[src/design/dcache_pkg.sv]
`default_nettype none

package dcache_pkg;

    localparam int word_w     = 32;
    localparam int line_words = 4;
    localparam int num_ways   = 2;
    localparam int num_sets   = 64;
    localparam int offset_w   = 4;
    localparam int index_w    = 6;
    localparam int tag_w      = 22;

    typedef logic [31:0]                      addr_t;
    typedef logic [word_w-1:0]                word_t;
    typedef logic [tag_w-1:0]                 tag_t;
    typedef logic [index_w-1:0]               index_t;
    typedef logic [offset_w-1:0]              offset_t;
    typedef logic [word_w/8-1:0]              wstrb_t;
    typedef logic [$clog2(num_ways)-1:0]      way_t;
    typedef logic [num_ways-1:0]              hit_t; // one-hot
    typedef logic [line_words*word_w-1:0]     line_t; // word 0 in the low bits

    typedef enum logic [1:0] {
        size_byte = 2'd0,
        size_half = 2'd1,
        size_word = 2'd2
    } load_size_e;

    typedef enum logic [2:0] {
        st_lookup,
        st_store,
        st_miss_dirty,
        st_writeback,
        st_miss_clean,
        st_refill,
        st_refill_done
    } dc_state_e;

    // wdata of a cpu request is lane aligned
    typedef struct packed {
        logic       write;
        addr_t      addr;
        wstrb_t     wstrb;
        word_t      wdata;
        load_size_e size;
        logic       sign;
    } cpu_req_t;

    typedef struct packed {
        logic  rd;
        logic  wr;
        addr_t addr;  // line aligned
        line_t wdata;
    } mem_req_t;

    typedef struct packed {
        logic  rd_rdy;
        logic  ret_valid;
        line_t ret_data;
        logic  wr_rdy;
        logic  wr_valid;
    } mem_rsp_t;

endpackage

`default_nettype wire

[src/design/dcache_word_path.sv]
`timescale 1ns/1ns
`default_nettype none

module dcache_word_path import dcache_pkg::*; (
    input  line_t      hit_line,
    input  offset_t    offset,
    input  wstrb_t     wstrb,
    input  word_t      wdata,
    input  load_size_e size,
    input  logic       sign,
    output word_t      load_data,
    output line_t      store_line
);

    logic [1:0] word_sel;
    word_t      word;
    logic [7:0] byte_val;
    logic [15:0] half_val;

    assign word_sel = offset[offset_w-1:2];
    assign word     = hit_line[word_sel*word_w +: word_w];
    assign byte_val = word[offset[1:0]*8 +: 8];
    assign half_val = word[offset[1]*16 +: 16]; // halfword lane from bit 1

    always_comb begin
        case (size)
            size_byte: begin
                load_data = {{(word_w-8){sign & byte_val[7]}}, byte_val};
            end
            size_half: begin
                load_data = {{(word_w-16){sign & half_val[15]}}, half_val};
            end
            default: begin
                load_data = word;
            end
        endcase
    end

    // strobed bytes replace the addressed word
    always_comb begin
        word_t merged;
        merged = word;
        for (int b = 0; b < word_w/8; b++) begin
            if (wstrb[b]) begin
                merged[b*8 +: 8] = wdata[b*8 +: 8];
            end
        end
        store_line = hit_line;
        store_line[word_sel*word_w +: word_w] = merged;
    end

endmodule

`default_nettype wire

[config.mk]
export PLATFORM = sky130hd
export DESIGN_NAME = dcache_word_path
export DESIGN_NICKNAME = d
export VERILOG_FILES = /design/src/design/dcache_pkg.sv /design/src/design/dcache_word_path.sv
export SDC_FILE = /design/constraint.sdc
export NUM_CORES = 1
export LEC_CHECK = 0
export BUFFER_PORTS_ARGS = -buffer_cell sky130_fd_sc_hd__buf_2
export CAP_MARGIN = 20
export CELL_PAD_IN_SITES_DETAIL_PLACEMENT = 0
export CELL_PAD_IN_SITES_GLOBAL_PLACEMENT = 1
export CORE_AREA = 3 3 127 129
export DETAILED_ROUTE_END_ITERATION = 7
export DIE_AREA = 0 0 130 132
export MAX_ROUTING_LAYER = met4
export PLACE_DENSITY = 0.87
export SYNTH_ARGS = -nofsm -noshare
export SYNTH_HDL_FRONTEND = slang
export SYNTH_SLANG_ARGS = --single-unit
[constraint.sdc]
create_clock -name vclk -period 2.5
set_input_delay 0.25 -clock vclk [all_inputs]
set_output_delay 0.25 -clock vclk [all_outputs]
set_load 0.02 [all_outputs]
# After elaboration in Yosys (flattened, before gate mapping)
# Cells that the tools add are included.
# word_totals
reg_bits	0
latch_bits	0
ram_bits	0
mem_bits_ro	0
input_bits	171
output_inout_bits	160
n_memories	0
# classes
add_sub_neg	1
mul	0
div_mod_pow	0
order_cmp	0
eq_ne	1
n_shift	5
mux	6
n_bitwise	2
n_reduce_logical	1
# op_table
op	n
$bwmux W128	1
$shift A32 B34 Y128 const A	1
$shiftx A128 B8 Y32	1
$shiftx A32 B34 Y128	1
$pmux W32 S2	1
$neg A7 Y34	1
$mux W8	4
$shiftx A32 B6 Y16	1
$shiftx A32 B6 Y8	1
$and A1 B1 Y1	2
$eq A2 B1 Y1 const B	1
$logic_not A2 Y1	1

# Longest topological paths before layout
# depth
depth_word	4
ltp_mapped	8

# Least setup slack after synthesis
# OpenSTA, ideal clock, no wires.
# synth_timing
path_kind	in2out
start	in offset[3]
end	out store_line[100]
arrival_ns	1.988
required_ns	2.250
slack_ns	0.262
stages	8
path_cell_list	buf_6 -> clkbuf_1 -> inv_1 -> ha_1 -> inv_1 -> nand4b_1 -> clkbuf_1 -> o22ai_1
# synth_between
elab_chain_cells	4
# synth_lines
element	line_no	rtl
start, declared	dcache_word_path.sv:6	input offset_t offset,
$shiftx A128 B8 Y32	dcache_word_path.sv:21	assign word = hit_line[word_sel*word_w +: word_w];
$mux W8	dcache_word_path.sv:44	if (wstrb[b]) begin
$shiftx A32 B34 Y128	dcache_word_path.sv:49	store_line[word_sel*word_w +: word_w] = merged;
$bwmux W128 (*)	dcache_word_path.sv:49	
end, declared	dcache_word_path.sv:12	output line_t store_line
# Every way passes the cells marked *; elsewhere a longest branch is shown, timed or not.

# Final worst setup path
# layout_timing
start	in offset[2]
end	out load_data[18]
# layout_between
elab_chain_cells	4
# layout_lines
element	line_no	rtl
$shiftx A128 B8 Y32 (*)	dcache_word_path.sv:21	
$shiftx A32 B6 Y16 / $shiftx A32 B6 Y8 (equally long branches)	dcache_word_path.sv:23, dcache_word_path.sv:22	
$and A1 B1 Y1 (on tied branches)	dcache_word_path.sv:31, dcache_word_path.sv:28	
$pmux W32 S2 (*)	dcache_word_path.sv:26	case (size)
end, declared	dcache_word_path.sv:11	output word_t load_data,
# Marked as above.

==> results.sh <==
export IMPL_num_fill_cells=1689
export IMPL_syn_area_per_cell_sq_um=6.662
export IMPL_crit_path_frequent_cell="buf_2"
export IMPL_via_count=5354
export IMPL_drt_total_wl_mm=21.27
export IMPL_syn_num_nets=688
export IMPL_path_max_fanout=17
export IMPL_area_growth_pct=56.42
export IMPL_regArea_sq_um=0
export IMPL_holdPathStages=4
export IMPL_irDropWorstVdd_mv=0.09230
export IMPL_first_pass_iters=5
export IMPL_synth_compound_area_share_pct=33.42
export IMPL_ctsResizeCount=0
export IMPL_antennaDiodeCount=0
export IMPL_initial_core_util_pct=22.52
export IMPL_postCtsSetupBuffers=0
export IMPL_grt_setup_unrepaired="no"
export IMPL_worst_path_max_delay_cell="o21ai_1"
export IMPL_grt_max_degree=33
export IMPL_n_clock_buffer=0
export IMPL_vias_per_cell=5.306
export IMPL_wl_per_cell_um=21.08
export IMPL_multiInputGateArea_sq_mm=0.002726
export IMPL_end_kind="primary output"
export IMPL_die_y_um=132
export IMPL_synth_common_cells="131 x inv_1, 128 x o22ai_1, 36 x nand2_1"
export IMPL_synth_area_leaders="o22ai_1 23%, mux4_2 18%, inv_1 14%"
export IMPL_place_congestion=0.9270
export IMPL_layout_drive_gt1_share_pct=50.06
export IMPL_postRouteAntennaNets=0
export IMPL_fin_crit_ps=2369
export IMPL_dr_first_iter_drc_count=311
export IMPL_synthesis_area_sq_mm=0.003411
export IMPL_holdWs_ps=868.4
export IMPL_fp_coreArea_sq_mm=0.01515
export IMPL_ys_seq_area_share_pct=0
export IMPL_grt_pass1_wl_mm=30.19
export IMPL_crit_buf_inv=3
export IMPL_crit_cells=8
export IMPL_cts_hold_fix_buffers=0
export IMPL_synthAdderAreaFrac_pct=1.834
export IMPL_worstPathArrival_ps=2120
export IMPL_synth_top_family_by_area="multiplexers"
export IMPL_route_detailed_drc=0
export IMPL_hpwlAfterDp_mm=16.97
export IMPL_synth_xor_area_share_pct=0
export IMPL_start_kind="input pin"
export IMPL_hold_class="input pin to primary output"
export IMPL_critPathKind="input pin to primary output"
export IMPL_outcome="finished clean"
export IMPL_die_area_sq_mm=0.01716
export IMPL_p_leak_nw=3.106
export IMPL_tightest_slew_ps=804.7
export IMPL_seq_cells=0
export IMPL_max_freq_ghz=0.4222
export IMPL_synthMuxAreaShare_pct=33.49
export IMPL_yosys_area_top_type="o22ai_1"
export IMPL_slew_headroom_pct=45.94
export IMPL_synth_most_common_cell="inv_1"
export IMPL_antenna_found_initial=0
export IMPL_port_buffers=331
export IMPL_finalCritPeriodShare_pct=94.74
export IMPL_drv_slew=0
export IMPL_syn_inst=512
export IMPL_crit_chain="buf_2, buf_12, mux2_2, o22ai_2, nor4b_4, o21ai_1, nand2_1, buf_2"
export IMPL_finalSetupTns_ps=0
export IMPL_pin_count=331
export IMPL_grt_use_total_pct=23.11
export IMPL_critPathRequiredTime_ps=2250
export IMPL_power_mw=1.440
export IMPL_ys_warn_count=0
export IMPL_finalSetupViolCount=0
export IMPL_final_nets=999
export IMPL_gr_total_overflow=0
export IMPL_grt_pass1_vias=5186
export IMPL_die_width_um=130
export IMPL_rows=45
export IMPL_hold_viol=0
export IMPL_max_stage_delay_ps=480
export IMPL_crit_family="compound AO/OA/AOI/OAI gates"
export IMPL_synth_top_cell_area_share_pct=23.48
export IMPL_powerDensity_mw_per_mm2=269.9
export IMPL_yosys_area_share_simple_pct=10.82
export IMPL_fin_util_pct=35.23
export IMPL_cap_violations=0
export IMPL_synth_cell_types=40
-- power by group --
part | internal, mW | total [mW] | switching (mW)
clock | 0 | 0 | 0
combinational | 0.551 | 1.44 | 0.889
sequential | 0 | 0 | 0
total | 0.551 | 1.44 | 0.889
-- through the flow --
stage	area, sq um	worst slack, ps	cells
after global routing	5335	30.89	1009
after CTS	5335	112.5	1009
after detailed placement	5335	117.6	1009
after global placement	5335	216.3	1009
after floorplan	3411	262.5	512
final	5335	131.5	1009
-- cell usage in the layout, fill, tap and decap left out, drive strengths merged, types with 3 or more instances in the layout --
cell / count
mux2i: 35
o21ai: 10
nand3: 8
o22ai: 131
a21oi: 12
mux4: 28
nand2: 37
a22oi: 9
mux2: 14
o211ai: 7
inv: 131
nor3: 3
nor2: 18
nor2b: 3
buf: 355
ha: 5
-- area by class of cell --
| type | instances | share of cell area [%] |
|---|---|---|
| multi-input combinational | 333 | 51.10 |
| tap | 188 | 4.409 |
| timing repair buffer | 355 | 35.13 |
| inverter | 133 | 9.357 |
-- logic make-up (layout without fill, tap and decap cells) --
family,Yosys count,count (layout)
buffers and inverters,179,488
AO/OA/AOI/OAI,174,174
multiplexers,77,77
AND/OR/NAND/NOR,77,77
adder cells (fa/ha/maj),5,5
-- metal layers --
layer / GRT usage, % / share of wire, %
met5: - / 0
met4: 5.023 / 2.4
met3: 1.580 / 7.4
met2: 39.68 / 49
met1: 29.66 / 41
-- worst paths after layout --
kind | end | slack [ps] | from
worst min-delay path | store_line[34] | 870 | hit_line[34]
worst max-delay path | load_data[18] | 130 | offset[2]
(Power assumes the default switching activity.)
