`config.mk`:
```
export PLATFORM = sky130hd
export DESIGN_NAME = dcache_plru
export DESIGN_NICKNAME = d
export VERILOG_FILES = /design/src/design/dcache_pkg.sv /design/src/design/dcache_plru.sv
export SDC_FILE = /design/constraint.sdc
export NUM_CORES = 1
export LEC_CHECK = 0
export BUFFER_PORTS_ARGS = -buffer_cell sky130_fd_sc_hd__clkbuf_2
export CAP_MARGIN = 20
export CORE_UTILIZATION = 55
export DETAILED_ROUTE_END_ITERATION = 6
export PLACE_DENSITY = 0.78
export RECOVER_POWER = 100
export SYNTH_ARGS = -nofsm -noshare
export SYNTH_HDL_FRONTEND = slang
export SYNTH_SLANG_ARGS = --single-unit
```
`constraint.sdc`:
```
create_clock -name clk -period 2 [get_ports clk]
set_clock_uncertainty 0.2 [all_clocks]
set_input_delay 0.4 -clock clk [delete_from_list [all_inputs] [get_ports clk]]
set_output_delay 0.4 -clock clk [all_outputs]
set_load 0.05 [all_outputs]
```
`src/design/dcache_pkg.sv`:
```
`default_nettype none

package dcache_pkg;

    localparam int word_w     = 32;
    localparam int line_words = 4;
    localparam int num_ways   = 2;
    localparam int num_sets   = 64;
    localparam int offset_w   = 4;
    localparam int index_w    = 6;
    localparam int tag_w      = 22;

    typedef logic [31:0]                      addr_t;
    typedef logic [word_w-1:0]                word_t;
    typedef logic [tag_w-1:0]                 tag_t;
    typedef logic [index_w-1:0]               index_t;
    typedef logic [offset_w-1:0]              offset_t;
    typedef logic [word_w/8-1:0]              wstrb_t;
    typedef logic [$clog2(num_ways)-1:0]      way_t;
    typedef logic [num_ways-1:0]              hit_t; // one-hot
    typedef logic [line_words*word_w-1:0]     line_t; // word 0 in the low bits

    typedef enum logic [1:0] {
        size_byte = 2'd0,
        size_half = 2'd1,
        size_word = 2'd2
    } load_size_e;

    typedef enum logic [2:0] {
        st_lookup,
        st_store,
        st_miss_dirty,
        st_writeback,
        st_miss_clean,
        st_refill,
        st_refill_done
    } dc_state_e;

    // wdata of a cpu request is lane aligned
    typedef struct packed {
        logic       write;
        addr_t      addr;
        wstrb_t     wstrb;
        word_t      wdata;
        load_size_e size;
        logic       sign;
    } cpu_req_t;

    typedef struct packed {
        logic  rd;
        logic  wr;
        addr_t addr;  // line aligned
        line_t wdata;
    } mem_req_t;

    typedef struct packed {
        logic  rd_rdy;
        logic  ret_valid;
        line_t ret_data;
        logic  wr_rdy;
        logic  wr_valid;
    } mem_rsp_t;

endpackage

`default_nettype wire

```
`src/design/dcache_plru.sv`:
```
`timescale 1ns/1ns
`default_nettype none

module dcache_plru import dcache_pkg::*; (
    input  logic   clk,
    input  logic   arst_n,
    input  index_t index,
    input  logic   update,
    input  hit_t   hit,
    input  way_t   refill_way,
    output way_t   victim
);

    logic [num_sets-1:0] lru_bits; // names the older way of each set
    way_t                used_way;

    // no hit while refilling, so the refill way is taken then
    assign used_way = (|hit) ? way_t'(hit[1]) : refill_way;

    always_ff @(posedge clk or negedge arst_n) begin
        if (!arst_n) begin
            lru_bits <= '0;
        end else if (update) begin
            lru_bits[index] <= ~used_way;
        end
    end

    assign victim = lru_bits[index];

endmodule

`default_nettype wire

```
* After elaboration in Yosys (flattened, before gate mapping)
Cells that the tools add are included.
** Word-level totals
- Register bits after elaboration :: 64
- Input port bits :: 12
- Output and inout bits :: 1
- Logic and storage cells :: 12
** Operators by class
- Order comparisons :: 2
- Multiplexer cells :: 6
- Bitwise gates (word level) :: 1
- Reduce and logical (&&, ||, !) cells :: 2
** Operators with widths (count)
- 64-bit bitwise mux :: 1
- 6-bit by 7-bit < comparator with 1-bit output, second input constant :: 1
- 1-bit binary-select mux with 6-bit select :: 1
- 1-bit demux with 6-bit select :: 1
- 6-bit by 1-bit >= comparator with 1-bit output, second input constant :: 1
- 1-bit 2-to-1 mux :: 3
- 2-bit OR reduction :: 1
- 1-bit logical AND :: 1
- 1-bit NOT :: 1

* Longest topological paths before layout
- Depth in word-level cells :: 5
- Gate-level depth with buffers :: 7
- Depth with buffers taken out :: 5

* Worst setup path before layout
OpenSTA, ideal clock, no wires.
- Path kind :: input -> output
- From :: input port index[2]
- To :: output port victim
- Data arrival time :: 1.926 ns
- Required time :: 1.400 ns
- Setup slack :: -0.526 ns
- Stages :: 6
- Cell sequence :: buf_2 -> buf_2 -> mux4_2 -> a32o_1 -> nor3_1 -> nand4_1
** Between the ends
- Word-level cells in the longest chain between the ends :: 2
** RTL lines
- start: declaration :: line dcache_plru.sv:7 : input index_t index,
- 1-bit binary-select mux with 6-bit select :: line dcache_plru.sv:28 : assign victim = lru_bits[index];
- 1-bit 2-to-1 mux (not written as such) :: line dcache_plru.sv:28
- end: declaration :: line dcache_plru.sv:11 : output way_t victim
No other way between the ends. The select of a mux whose other input is x is not followed.

* Worst setup path after layout
- From :: input port index[0]
- To :: output port victim
The elaborated chain is that of the path after synthesis.

==> flow_summary.json <==
{
  "cp_cell_sequence": "clkbuf_2 > buf_12 > mux4_2 > a32o_1 > nor3_2 > nand4_1 > buf_8",
  "required_ns": 1.40,
  "ir_worst_vdd_mv": 0.484,
  "cp_top_family": "buffers and inverters",
  "r2r-end": "lru_bits[52]",
  "antenna_cells": 0,
  "synth_cell_types": 39,
  "r2r_slack_ns": 1.08,
  "wl_um": 7740,
  "die_w_um": 79.0,
  "powerDensity_nw_per_um2": 770,
  "antenna_left": 0,
  "fin_crit_ns": 2.58,
  "critPathLaunchType": "primary input",
  "clock-sinks": 64,
  "crit_path_top_delay_cell": "mux4_2",
  "slew_headroom": 0.436,
  "async_flop_share": 1.00,
  "syn_nets": 331,
  "nFillCells": 460,
  "drive_gt1_frac": 0.200,
  "critPathBufInv": 3,
  "critPathMaxFanout": 10,
  "cts_max_level": 3,
  "avgSynthCellArea_um2": 10.2,
  "max_stage_delay_ns": 0.49,
  "ctsLongestPathBuffers": 2,
  "status": "complete, but fails checks",
  "cts_tree": "yes",
  "die_h_um": 79.0,
  "tns_ns": -0.578,
  "drc": 0,
  "fin_crit_sh": 1.29,
  "fin_nets": 369,
  "worst_pin_slew_ns": 0.846,
  "clock_latency_ns": 0.34,
  "grt-ovfl-total": 0,
  "io_buffers": 12,
  "row_count": 27,
  "critical_path_class": "in2out",
  "first_iter_violations": 249,
  "switching_power_w": 0.000810,
  "post_cts_buffers": 0,
  "hold_viol_final": 0,
  "seqPwrFrac": 0.516,
  "crit_start": "index[0]",
  "post_drt_wl_per_cell_um": 17.9,
  "final_max_slew_viol_count": 0,
  "vias_per_cell": 6.31,
  "routabilityCongestion": 0.878,
  "leakagePower_nw": 1.59,
  "dieArea_um2": 6240,
  "cts_buffers": 9,
  "grt_max_degree": 65,
  "hold_path.class": "reg2reg",
  "cap_violations": 0,
  "largest_registers": "lru_bits x64",
  "fmax_mhz": 388,
  "drtPass1Iterations": 4,
  "core-area_um2": 5610,
  "dp_hpwl_um": 5160,
  "via_count": 2725,
  "switching_share": 0.277,
  "top_register": "lru_bits",
  "utilization": 0.678,
  "yosysWarnings": 0,
  "synth_flop_cell": "dfrtp_1",
  "setup_viol": 1,
  "reg2reg_depth": 2,
  "clk_pin_slew_ns": 0.06,
  "cp.arrival_ns": 1.98,
  "clock_tree.root_cell": "clkbuf_8",
  "grt_pass1_vias": 2633,
  "track_usage": 0.279,
  "crit_end": "victim",
  "grt_pass1_wl_um": 13000,
  "pin_count": 13,
  "p_int_w": 0.00212,
  "rr_startpoint": "lru_bits[52]",
  "p_clk_frac": 0.320,
  "synth-seq-cells": 64,
  "area_growth_syn_to_layout_pct": 16.7,
  "antenna_found_initial": 0,
  "synth_edf_count": 0,
  "rsz0062_at_grt": "yes",
  "netlist_area_um2": 3260,
  "cp.depth": 7,
  "synthCells": 319,
  "crit_path_end_kind": "primary output",
  "violations": "negative setup slack",
  "largest_reg_flops": 64,
  "min-delay-start": "lru_bits[48]",
  "combPwrFrac": 0.164,
  "setup_ws_ns": -0.578,
  "initial_core_util": 0.581,
  "seq_area_frac_synth": 0.491
}
==> routing by layer <==
layer  vias to the layer above  wire length, µm  global-route usage
met5                         -                0                   0
met4                         0              167               0.129
met3                        14              378              0.0448
met2                        68             3620               0.432
met1                      1335             3580               0.385
li1                       1308                -                   -
==> what timing repair did <==
action / 4_1_cts / 5_1_grt
hold buffers: 1 / 0
setup endpoints to repair: 1 / 1
pin swaps: 2 / 1
gates resized for setup: 5 / 3
gates cloned: 0 / 0
hold endpoints to repair: 64 / 0
==> synth_stat cells, drive strengths merged, types with 2 or more instances <==
cell	n	share of area
a21o	2	0.0046
o21ai	66	0.10
buf	8	0.015
nor2b	4	0.0077
mux4	7	0.050
and3	4	0.0077
nand3	9	0.014
nand2	9	0.010
o31ai	64	0.15
a211oi	3	0.0069
dfrtp	64	0.49
nand4	2	0.0038
mux2i	8	0.025
a22oi	2	0.0046
clkbuf	28	0.032
nor3	2	0.0031
nand3b	5	0.012
inv	2	0.0023
nor2	6	0.0069
mux2	2	0.0069
a21oi	6	0.0092
nand2b	2	0.0038
==> worst min-delay path by stage <==
stage,to,slack (ns),cells past startpoint
2_1_floorplan,lru_bits[0],-0.1,0
3_3_place_gp,lru_bits[32],0.24,2
3_5_place_dp,lru_bits[34],0.25,2
4_1_cts,lru_bits[51],0.29,4
5_1_grt,lru_bits[48],0.33,2
6_report,lru_bits[48],0.31,2
==> power by group through the flow <==
stage | Combinational [W] | Clock (W) | Sequential (W)
finish | 0.000479 | 0.000938 | 0.00151
global route | 0.000538 | 0.000993 | 0.00152
global placement | 0.000461 | 0 | 0.00153
CTS | 0.000491 | 0.000947 | 0.00151
detailed placement | 0.000481 | 0 | 0.00153
floorplan | 0.000320 | 0 | 0.00150
==> logic make-up after synthesis <==
logic type | share of synthesized area
AOI/OAI and AO/OA | 0.296
buffers and inverters | 0.0495
DFF | 0.491
muxes | 0.0810
and+or+nand+nor | 0.0825
==> per-stage QoR <==
stage               cells  cell area [µm²]  power [W]  worst slack (ns)  hold WS, ns
CTS                   432             3880    0.00295            -0.562        0.295
global route          432             3800    0.00306            -0.640        0.334
global placement      417             3700    0.00199            -0.633        0.243
floorplan             319             3280    0.00182            -0.460      -0.0956
finish                432             3800    0.00293            -0.578        0.312
detailed placement    417             3700    0.00201            -0.643        0.251
==> layout by cell type (no fill, tap or decap), types with 2 or more instances in the layout <==
cell       n
o21ai_0   66
o31ai_1   64
dfrtp_1   64
buf_4     25
clkbuf_1  16
clkbuf_2  16
clkbuf_8  10
nand2_1    9
nand3_1    9
mux2i_1    8
mux4_2     6
nor2_1     6
a21oi_1    6
nand3b_1   5
and3_1     4
nor2b_1    4
buf_12     3
clkbuf_4   3
inv_1      2
nand2b_1   2
a22oi_1    2
mux2_2     2
a211oi_1   2
nand4_1    2
==> worst reg2reg max path: stages (launching register included) <==
cell and delay, ns:
dfrtp_1 0.39, o21ai_0 0.10, o31ai_1 0.11
==> cell type report <==
type                            instances  area, µm²  share of cell area
Multi-Input combinational cell        217       1520               0.398
Timing Repair Buffer                   63        435               0.114
Clock buffer                           13        149              0.0391
Clock inverter                          1       5.00             0.00132
Sequential cell                        64       1600               0.421
Inverter                                2       7.51             0.00197
Tap cell                               72       90.1              0.0237
Power figures use the tool's default switching activity.
