$ cat config.mk
export PLATFORM = sky130hd
export DESIGN_NAME = dcache_ctrl
export DESIGN_NICKNAME = d
export VERILOG_FILES = /design/src/design/dcache_pkg.sv /design/src/design/dcache_ctrl.sv
export SDC_FILE = /design/constraint.sdc
export NUM_CORES = 1
export LEC_CHECK = 0
export BUFFER_PORTS_ARGS = -buffer_cell sky130_fd_sc_hd__buf_2
export CORE_AREA = 2 2 57 59
export CTS_CLUSTER_SIZE = 8
export DETAILED_ROUTE_END_ITERATION = 10
export DIE_AREA = 0 0 59 61
export HOLD_SLACK_MARGIN = 0.1
export PLACE_DENSITY_LB_ADDON = 0.1
export SLEW_MARGIN = 20
export SYNTH_ARGS = -nofsm -noshare
export SYNTH_HDL_FRONTEND = slang
export SYNTH_SLANG_ARGS = --single-unit
$ cat constraint.sdc
create_clock -name clk -period 1.9 [get_ports clk]
set_input_delay 0.095 -clock clk [delete_from_list [all_inputs] [get_ports clk]]
set_output_delay 0.095 -clock clk [all_outputs]
set_load 0.01 [all_outputs]
$ cat src/design/dcache_pkg.sv
`default_nettype none

package dcache_pkg;

    localparam int word_w     = 32;
    localparam int line_words = 4;
    localparam int num_ways   = 2;
    localparam int num_sets   = 64;
    localparam int offset_w   = 4;
    localparam int index_w    = 6;
    localparam int tag_w      = 22;

    typedef logic [31:0]                      addr_t;
    typedef logic [word_w-1:0]                word_t;
    typedef logic [tag_w-1:0]                 tag_t;
    typedef logic [index_w-1:0]               index_t;
    typedef logic [offset_w-1:0]              offset_t;
    typedef logic [word_w/8-1:0]              wstrb_t;
    typedef logic [$clog2(num_ways)-1:0]      way_t;
    typedef logic [num_ways-1:0]              hit_t; // one-hot
    typedef logic [line_words*word_w-1:0]     line_t; // word 0 in the low bits

    typedef enum logic [1:0] {
        size_byte = 2'd0,
        size_half = 2'd1,
        size_word = 2'd2
    } load_size_e;

    typedef enum logic [2:0] {
        st_lookup,
        st_store,
        st_miss_dirty,
        st_writeback,
        st_miss_clean,
        st_refill,
        st_refill_done
    } dc_state_e;

    // wdata of a cpu request is lane aligned
    typedef struct packed {
        logic       write;
        addr_t      addr;
        wstrb_t     wstrb;
        word_t      wdata;
        load_size_e size;
        logic       sign;
    } cpu_req_t;

    typedef struct packed {
        logic  rd;
        logic  wr;
        addr_t addr;  // line aligned
        line_t wdata;
    } mem_req_t;

    typedef struct packed {
        logic  rd_rdy;
        logic  ret_valid;
        line_t ret_data;
        logic  wr_rdy;
        logic  wr_valid;
    } mem_rsp_t;

endpackage

`default_nettype wire

$ cat src/design/dcache_ctrl.sv
`timescale 1ns/1ns
`default_nettype none

module dcache_ctrl import dcache_pkg::*; (
    input  logic     clk,
    input  logic     arst_n,
    input  logic     held_valid,
    input  logic     held_write,
    input  hit_t     hit,
    input  logic     victim_dirty,
    input  mem_rsp_t mem_rsp,
    output logic     busy,
    output logic     resp_valid,
    output logic     mem_rd,
    output logic     mem_wr,
    output logic     refill_we,
    output logic     store_we,
    output logic     lru_update
);

    dc_state_e state;
    dc_state_e state_next;
    logic      any_hit;
    logic      lookup_req;

    assign any_hit    = |hit;
    assign lookup_req = (state == st_lookup) && held_valid; // held request judged now

    always_ff @(posedge clk or negedge arst_n) begin
        if (!arst_n) begin
            state <= st_lookup;
        end else begin
            state <= state_next;
        end
    end

    always_comb begin
        state_next = state;
        case (state)
            st_lookup: begin
                if (held_valid) begin
                    if (!any_hit) begin
                        // dirty victim goes out before the refill
                        state_next = victim_dirty ? st_miss_dirty : st_miss_clean;
                    end else if (held_write) begin
                        state_next = st_store;
                    end
                end
            end
            st_store: begin
                state_next = st_lookup;
            end
            st_miss_dirty: begin
                if (mem_rsp.wr_rdy) begin
                    state_next = st_writeback;
                end
            end
            st_writeback: begin
                if (mem_rsp.wr_valid) begin
                    state_next = st_miss_clean;
                end
            end
            st_miss_clean: begin
                if (mem_rsp.rd_rdy) begin
                    state_next = st_refill;
                end
            end
            st_refill: begin
                if (mem_rsp.ret_valid) begin
                    state_next = st_refill_done;
                end
            end
            st_refill_done: begin
                state_next = st_lookup; // arrays re-read the refilled set
            end
            default: begin
                state_next = st_lookup;
            end
        endcase
    end

    always_comb begin
        busy       = 1'b1;
        resp_valid = 1'b0;
        case (state)
            st_lookup: begin
                busy       = held_valid && (!any_hit || held_write);
                resp_valid = lookup_req && any_hit && !held_write;
            end
            st_store: begin
                // merged line written at the end of this cycle
                busy       = 1'b0;
                resp_valid = 1'b1;
            end
            default: begin
                busy       = 1'b1;
                resp_valid = 1'b0;
            end
        endcase
    end

    // level requests stay up until the memory takes them
    assign mem_wr = (state == st_miss_dirty);
    assign mem_rd = (state == st_miss_clean);

    assign refill_we  = (state == st_refill) && mem_rsp.ret_valid;
    assign store_we   = (state == st_store);
    assign lru_update = (lookup_req && any_hit) || refill_we;

endmodule

`default_nettype wire

-- Word-level counts from Yosys, hierarchy flattened
Cells that the tools add are included.
Widths: inputs -> output; s select.
- logic and storage cells: 35
- register bits after elaboration: 3
- reduce and logical (&&, ||, !) cells: 12
- mux-type cells: 11
- eq/ne operators: 11
- operator list (operator ; number):
    $mux 3 ; 8
    $pmux 3 s5 ; 1
    $ne 2x2->1 const B ; 5
    $eq 3x2->1 const B ; 2
    $eq 3x3->1 const B ; 2
    $reduce_and 6->1 ; 1
    $logic_and 1x1->1 ; 5
    $pmux 1 s2 ; 2
    $eq 3x1->1 const B ; 1
    $logic_not 3->1 ; 1
    $ne 3x3->1 const B ; 1
    $logic_not 1->1 ; 2
    $logic_or 1x1->1 ; 2
    $reduce_or 2->1 ; 1

-- Longest topological paths before layout
- depth after elaboration: 5
- depth in mapped cells: 5

-- Least setup slack after synthesis
No wires, ideal clock.
- kind: register -> register
- start: register state[2]
- end: register state[1]
- arrival time: 1.492 ns
- setup time: 0.118 ns
- path slack: 0.290 ns
- stages on the path, launching flop included: 6
- buffers on the path: 0
- period minus slack after synthesis: 1.610 ns
- cell sequence: dfrtp_1 -> inv_1 -> ha_1 -> a22o_1 -> a32o_1 -> a21o_1
- cells in the longest elaborated chain, start to end: 3
- elaborated cells between the ends (all ways): 13
- classes of those cells: eq/ne: 10; mux: 1; reduce/logical: 2
- RTL lines (item ; RTL line ; source):
    start: declaration ; dcache_ctrl.sv:21 ; dc_state_e state;
    start signal: assignment ; dcache_ctrl.sv:31 ; state <= st_lookup;
    start signal: assignment ; dcache_ctrl.sv:33 ; state <= state_next;
    $eq 3x3->1 (tied with other cells) ; dcache_ctrl.sv:39 ; case (state)
    $ne 2x2->1 (no source line) or $ne 3x3->1 (tied branches) ; n/a ;
    $reduce_and 6->1 (no source line) ; n/a ;
Parallel ways exist; a longest one is shown, timed or not.
A chain may end at the register's enable or synchronous reset.

-- Final worst setup path
- start: register state[1]
- end: output port resp_valid
- cells in the longest elaborated chain, start to end: 5
- elaborated cells between the ends (all ways): 6
- classes of those cells: eq/ne: 1; mux: 1; reduce/logical: 4
- RTL lines (item ; RTL line ; source):
    $logic_not 3->1 ; dcache_ctrl.sv:27, dcache_ctrl.sv:85 ;
    $logic_and 1x1->1 ; dcache_ctrl.sv:27 ; assign lookup_req = (state == st_lookup) && held_valid;
    $logic_and 1x1->1 (2 in a row) ; dcache_ctrl.sv:88 ; resp_valid = lookup_req && any_hit && !held_write;
    $pmux 1 s2 * ; dcache_ctrl.sv:85 ; case (state)
    end: declaration ; dcache_ctrl.sv:13 ; output logic resp_valid,
Every way passes the cells marked *; elsewhere a longest branch is shown, timed or not.

==> summary.md <==
| Metric | Value |
|---|---|
| Status | `finished, final reports clean` |
| Unrepaired setup endpoints after global routing | `no` |
| Total of fill cells in the finished design | `348` |
| Reg clk slew, reported paths | `40 ps` |
| Core area | `2953 µm²` |
| Layout overhead on the synthesized area | `49.83%` |
| R2r setup slk | `260 ps` |
| CTS tree | `done` |
| Tmin final | `1647 ps` |
| Dpl hpwl | `976.2 µm` |
| Total grt overflow | `0` |
| Critical register-to-register path endpoint | `state[1]` |
| Largest register FFs | `3` |
| Final #Nets | `210` |
| Leak pwr | `0.2856 nW` |
| Relative slew slack | `77.82%` |
| Final Hold Fails | `0` |
| Seq pwr share | `15.8%` |
| Mapped Cells | `43` |
| Syn Area/Cell | `8.758 µm²` |
| Hold WC Path Type | `in -> async` |
| DR pass1 iterations | `4` |
| Arrival time of the worst setup path | `1550 ps` |
| Register with the most flip-flops | `state` |
| Number of buffers created by CTS | `3` |
| Routed wire length per instance | `11.10 µm` |
| Leading cell types in the layout, fill and taps excluded | `buf_2, nor2_1, buf_4` |
| All-Layer GR Usage | `6.858%` |
| First DRT Iteration DRCs | `12` |
| Post-Syn Nets | `184` |
| Number of max-cap violations | `0` |
| Slew @ Worst Pin | `330.1 ps` |
| Final period util | `86.70%` |
| Pwr Density | `1508 nW/µm²` |
| Die W | `59 µm` |
| Vias in the first global route | `398` |
| Crit. End Element | `primary output` |
| DRC violations left | `0` |
| Total wire length | `1.121 mm` |
| Total number of vias | `410` |
| Setup ws final | `252.6 ps` |
| Seq cells post-synth | `3` |
| Syn Std Cell Area | `376.6 µm²` |
| Power Internal | `0.4670 mW` |
| Crit Path Max Fanout | `8` |
| Routed Antenna Nets | `0` |
| Setup CP Type | `reg -> out` |
| Largest net degree at the start of global routing | `9` |
| Num rows | `20` |
| H-tree depth | `1` |
| Setup bufs post-CTS | `0` |
| Port Buf Inserts | `17` |
| Vias/cell | `4.059` |
| Initial antenna violation count | `0` |
| First-pass GRT wire length | `1.800 mm` |
| Most common cell after layout, fill and taps aside | `buf_2` |
| Fmax | `607.0 MHz` |
| Clk root buf | `clkbuf_4` |
| Final Max Tran Viols | `0` |
| Initial core utilization | `12.75%` |
| Number of diodes | `0` |
| Pre-CTS setup slack | `240.1 ps` |
| Die H | `61 µm` |
| GP Congestion | `0.6989` |
| Share of total power in the clock network | `13.1%` |
| Worst setup SP type | `register` |
| Largest registers | `state: 3 flops` |
| Worst Skew | `0.4995 ps` |
| Switching part of the total | `45.11%` |
| Layout cells sized above 1 | `42.65%` |
| Logic gate share of total power | `71.1%` |
| Clock buffer depth | `2` |
| Net Switching | `0.3838 mW` |
| Util after Layout | `19.11%` |
| Seq/Total Area, Yosys | `19.93%` |
| Synth unique cells | `27` |
| Clock latency on the worst-skew pair | `230 ps` |
| Final Setup Violations | `0` |
| Reg-to-reg startpoint | `state[1]` |
| Boundary pin count | `146` |
| Die area | `3599 µm²` |
| Number of warnings issued by yosys | `0` |
| CTS Sinks | `3` |
| Maximum vdd drop | `252.9 µV` |
| Reg2reg path depth | `5` |
| Required @ worst endpoint | `1800 ps` |
| Setup TNS | `0 ps` |
[worst max path at each step]
stage                     startpoint    endpoint  cells past startpoint
final                       state[1]  resp_valid                      5
after detailed placement    state[1]    state[1]                      5
after global routing        state[2]  resp_valid                      5
after global placement      state[1]    state[1]                      5
after floorplan             state[2]    state[1]                      5
after CTS                   state[1]  resp_valid                      5
[layout make-up]
class | instances | area (µm²) | share of cell area [%]
Sequential cell | 3 | 75.07 | 13.30
Clock buffer | 4 | 26.28 | 4.656
Inverter | 3 | 11.26 | 1.996
Tap cell | 33 | 41.29 | 7.317
Timing Repair Buffer | 22 | 125.1 | 22.17
Multi-Input combinational cell | 36 | 285.3 | 50.55
[through the flow]
| step | instance area, µm² | hold slack [ps] | cells | power (mW) |
|---|---|---|---|---|
| 6_report | 564.3 | 186.6 | 101 | 0.8508 |
| 5_1_grt | 564.3 | 174.7 | 101 | 0.9428 |
| 4_1_cts | 564.3 | 179.2 | 101 | 0.8724 |
| 3_5_place_dp | 528.0 | -104.8 | 96 | 0.7515 |
| 3_3_place_gp | 528.0 | -109.0 | 96 | 0.7705 |
| 2_1_floorplan | 376.6 | -200.6 | 43 | 0.5340 |
[timing repair]
action	in CTS	in global routing
setup endpoints to repair	0	0
endpoints found under the hold margin	3	0
hold buffers	1	0
gates resized for setup	0	0
[logic make-up (layout without fill, tap and decap cells)]
logic type / count (synthesis) / in the layout / synth area share [%]
multiplexers: 1 / 1 / 3.986
flip-flops: 3 / 3 / 19.93
AND/OR/NAND/NOR: 19 / 19 / 28.57
AO/OA/AOI/OAI: 14 / 14 / 36.54
adder cells (fa/ha/maj): 2 / 2 / 6.643
buffers and inverters: 4 / 29 / 4.317
[per-layer routing]
layer | global-route usage, % | part of all wire [%] | vias to the layer above
met4 | 2.922 | 0 | 0
met2 | 9.206 | 43 | 14
met5 | 0 | 0 | -
met1 | 9.834 | 51 | 186
li1 | - | - | 210
met3 | 2.345 | 6.1 | 0
[cells in the mapped netlist]
library cell  count  share of area [%]
a211oi_2          1                3.3
a32o_1            1                2.7
dfrtp_1           3                 20
nand2_1           1                1.0
o21a_1            1                2.0
and2b_1           2                4.0
and3_1            1                1.7
inv_1             3                3.0
nand3b_1          1                2.0
nor2b_1           2                3.3
nand2b_1          1                1.7
a21boi_4          1                5.0
nor3_1            3                4.0
nor2_1            4                4.0
nand4_1           1                1.7
o211ai_1          2                4.0
nor3_2            1                2.7
ha_1              2                6.6
a21oi_1           1                1.3
mux2_4            1                4.0
nand3_1           2                2.7
a21o_1            2                4.0
o21ai_0           2                2.7
buf_2             1                1.3
a22o_1            1                2.3
a2111oi_4         1                7.3
o21bai_1          1                2.0
[power by group through the flow]
stage	Combinational, mW	Sequential [mW]	Clock [mW]
global placement	0.632	0.139	0
finish	0.605	0.134	0.111
global route	0.674	0.141	0.127
CTS	0.621	0.135	0.117
floorplan	0.400	0.134	0
detailed placement	0.616	0.136	0
[critical path, cell delays in order (launching register included)]
cell      delay, ps
dfrtp_1         450
nor3_1          300
o211ai_1        170
nor2_1          140
o21a_1          130
buf_2           130
(Power assumes the default switching activity.)
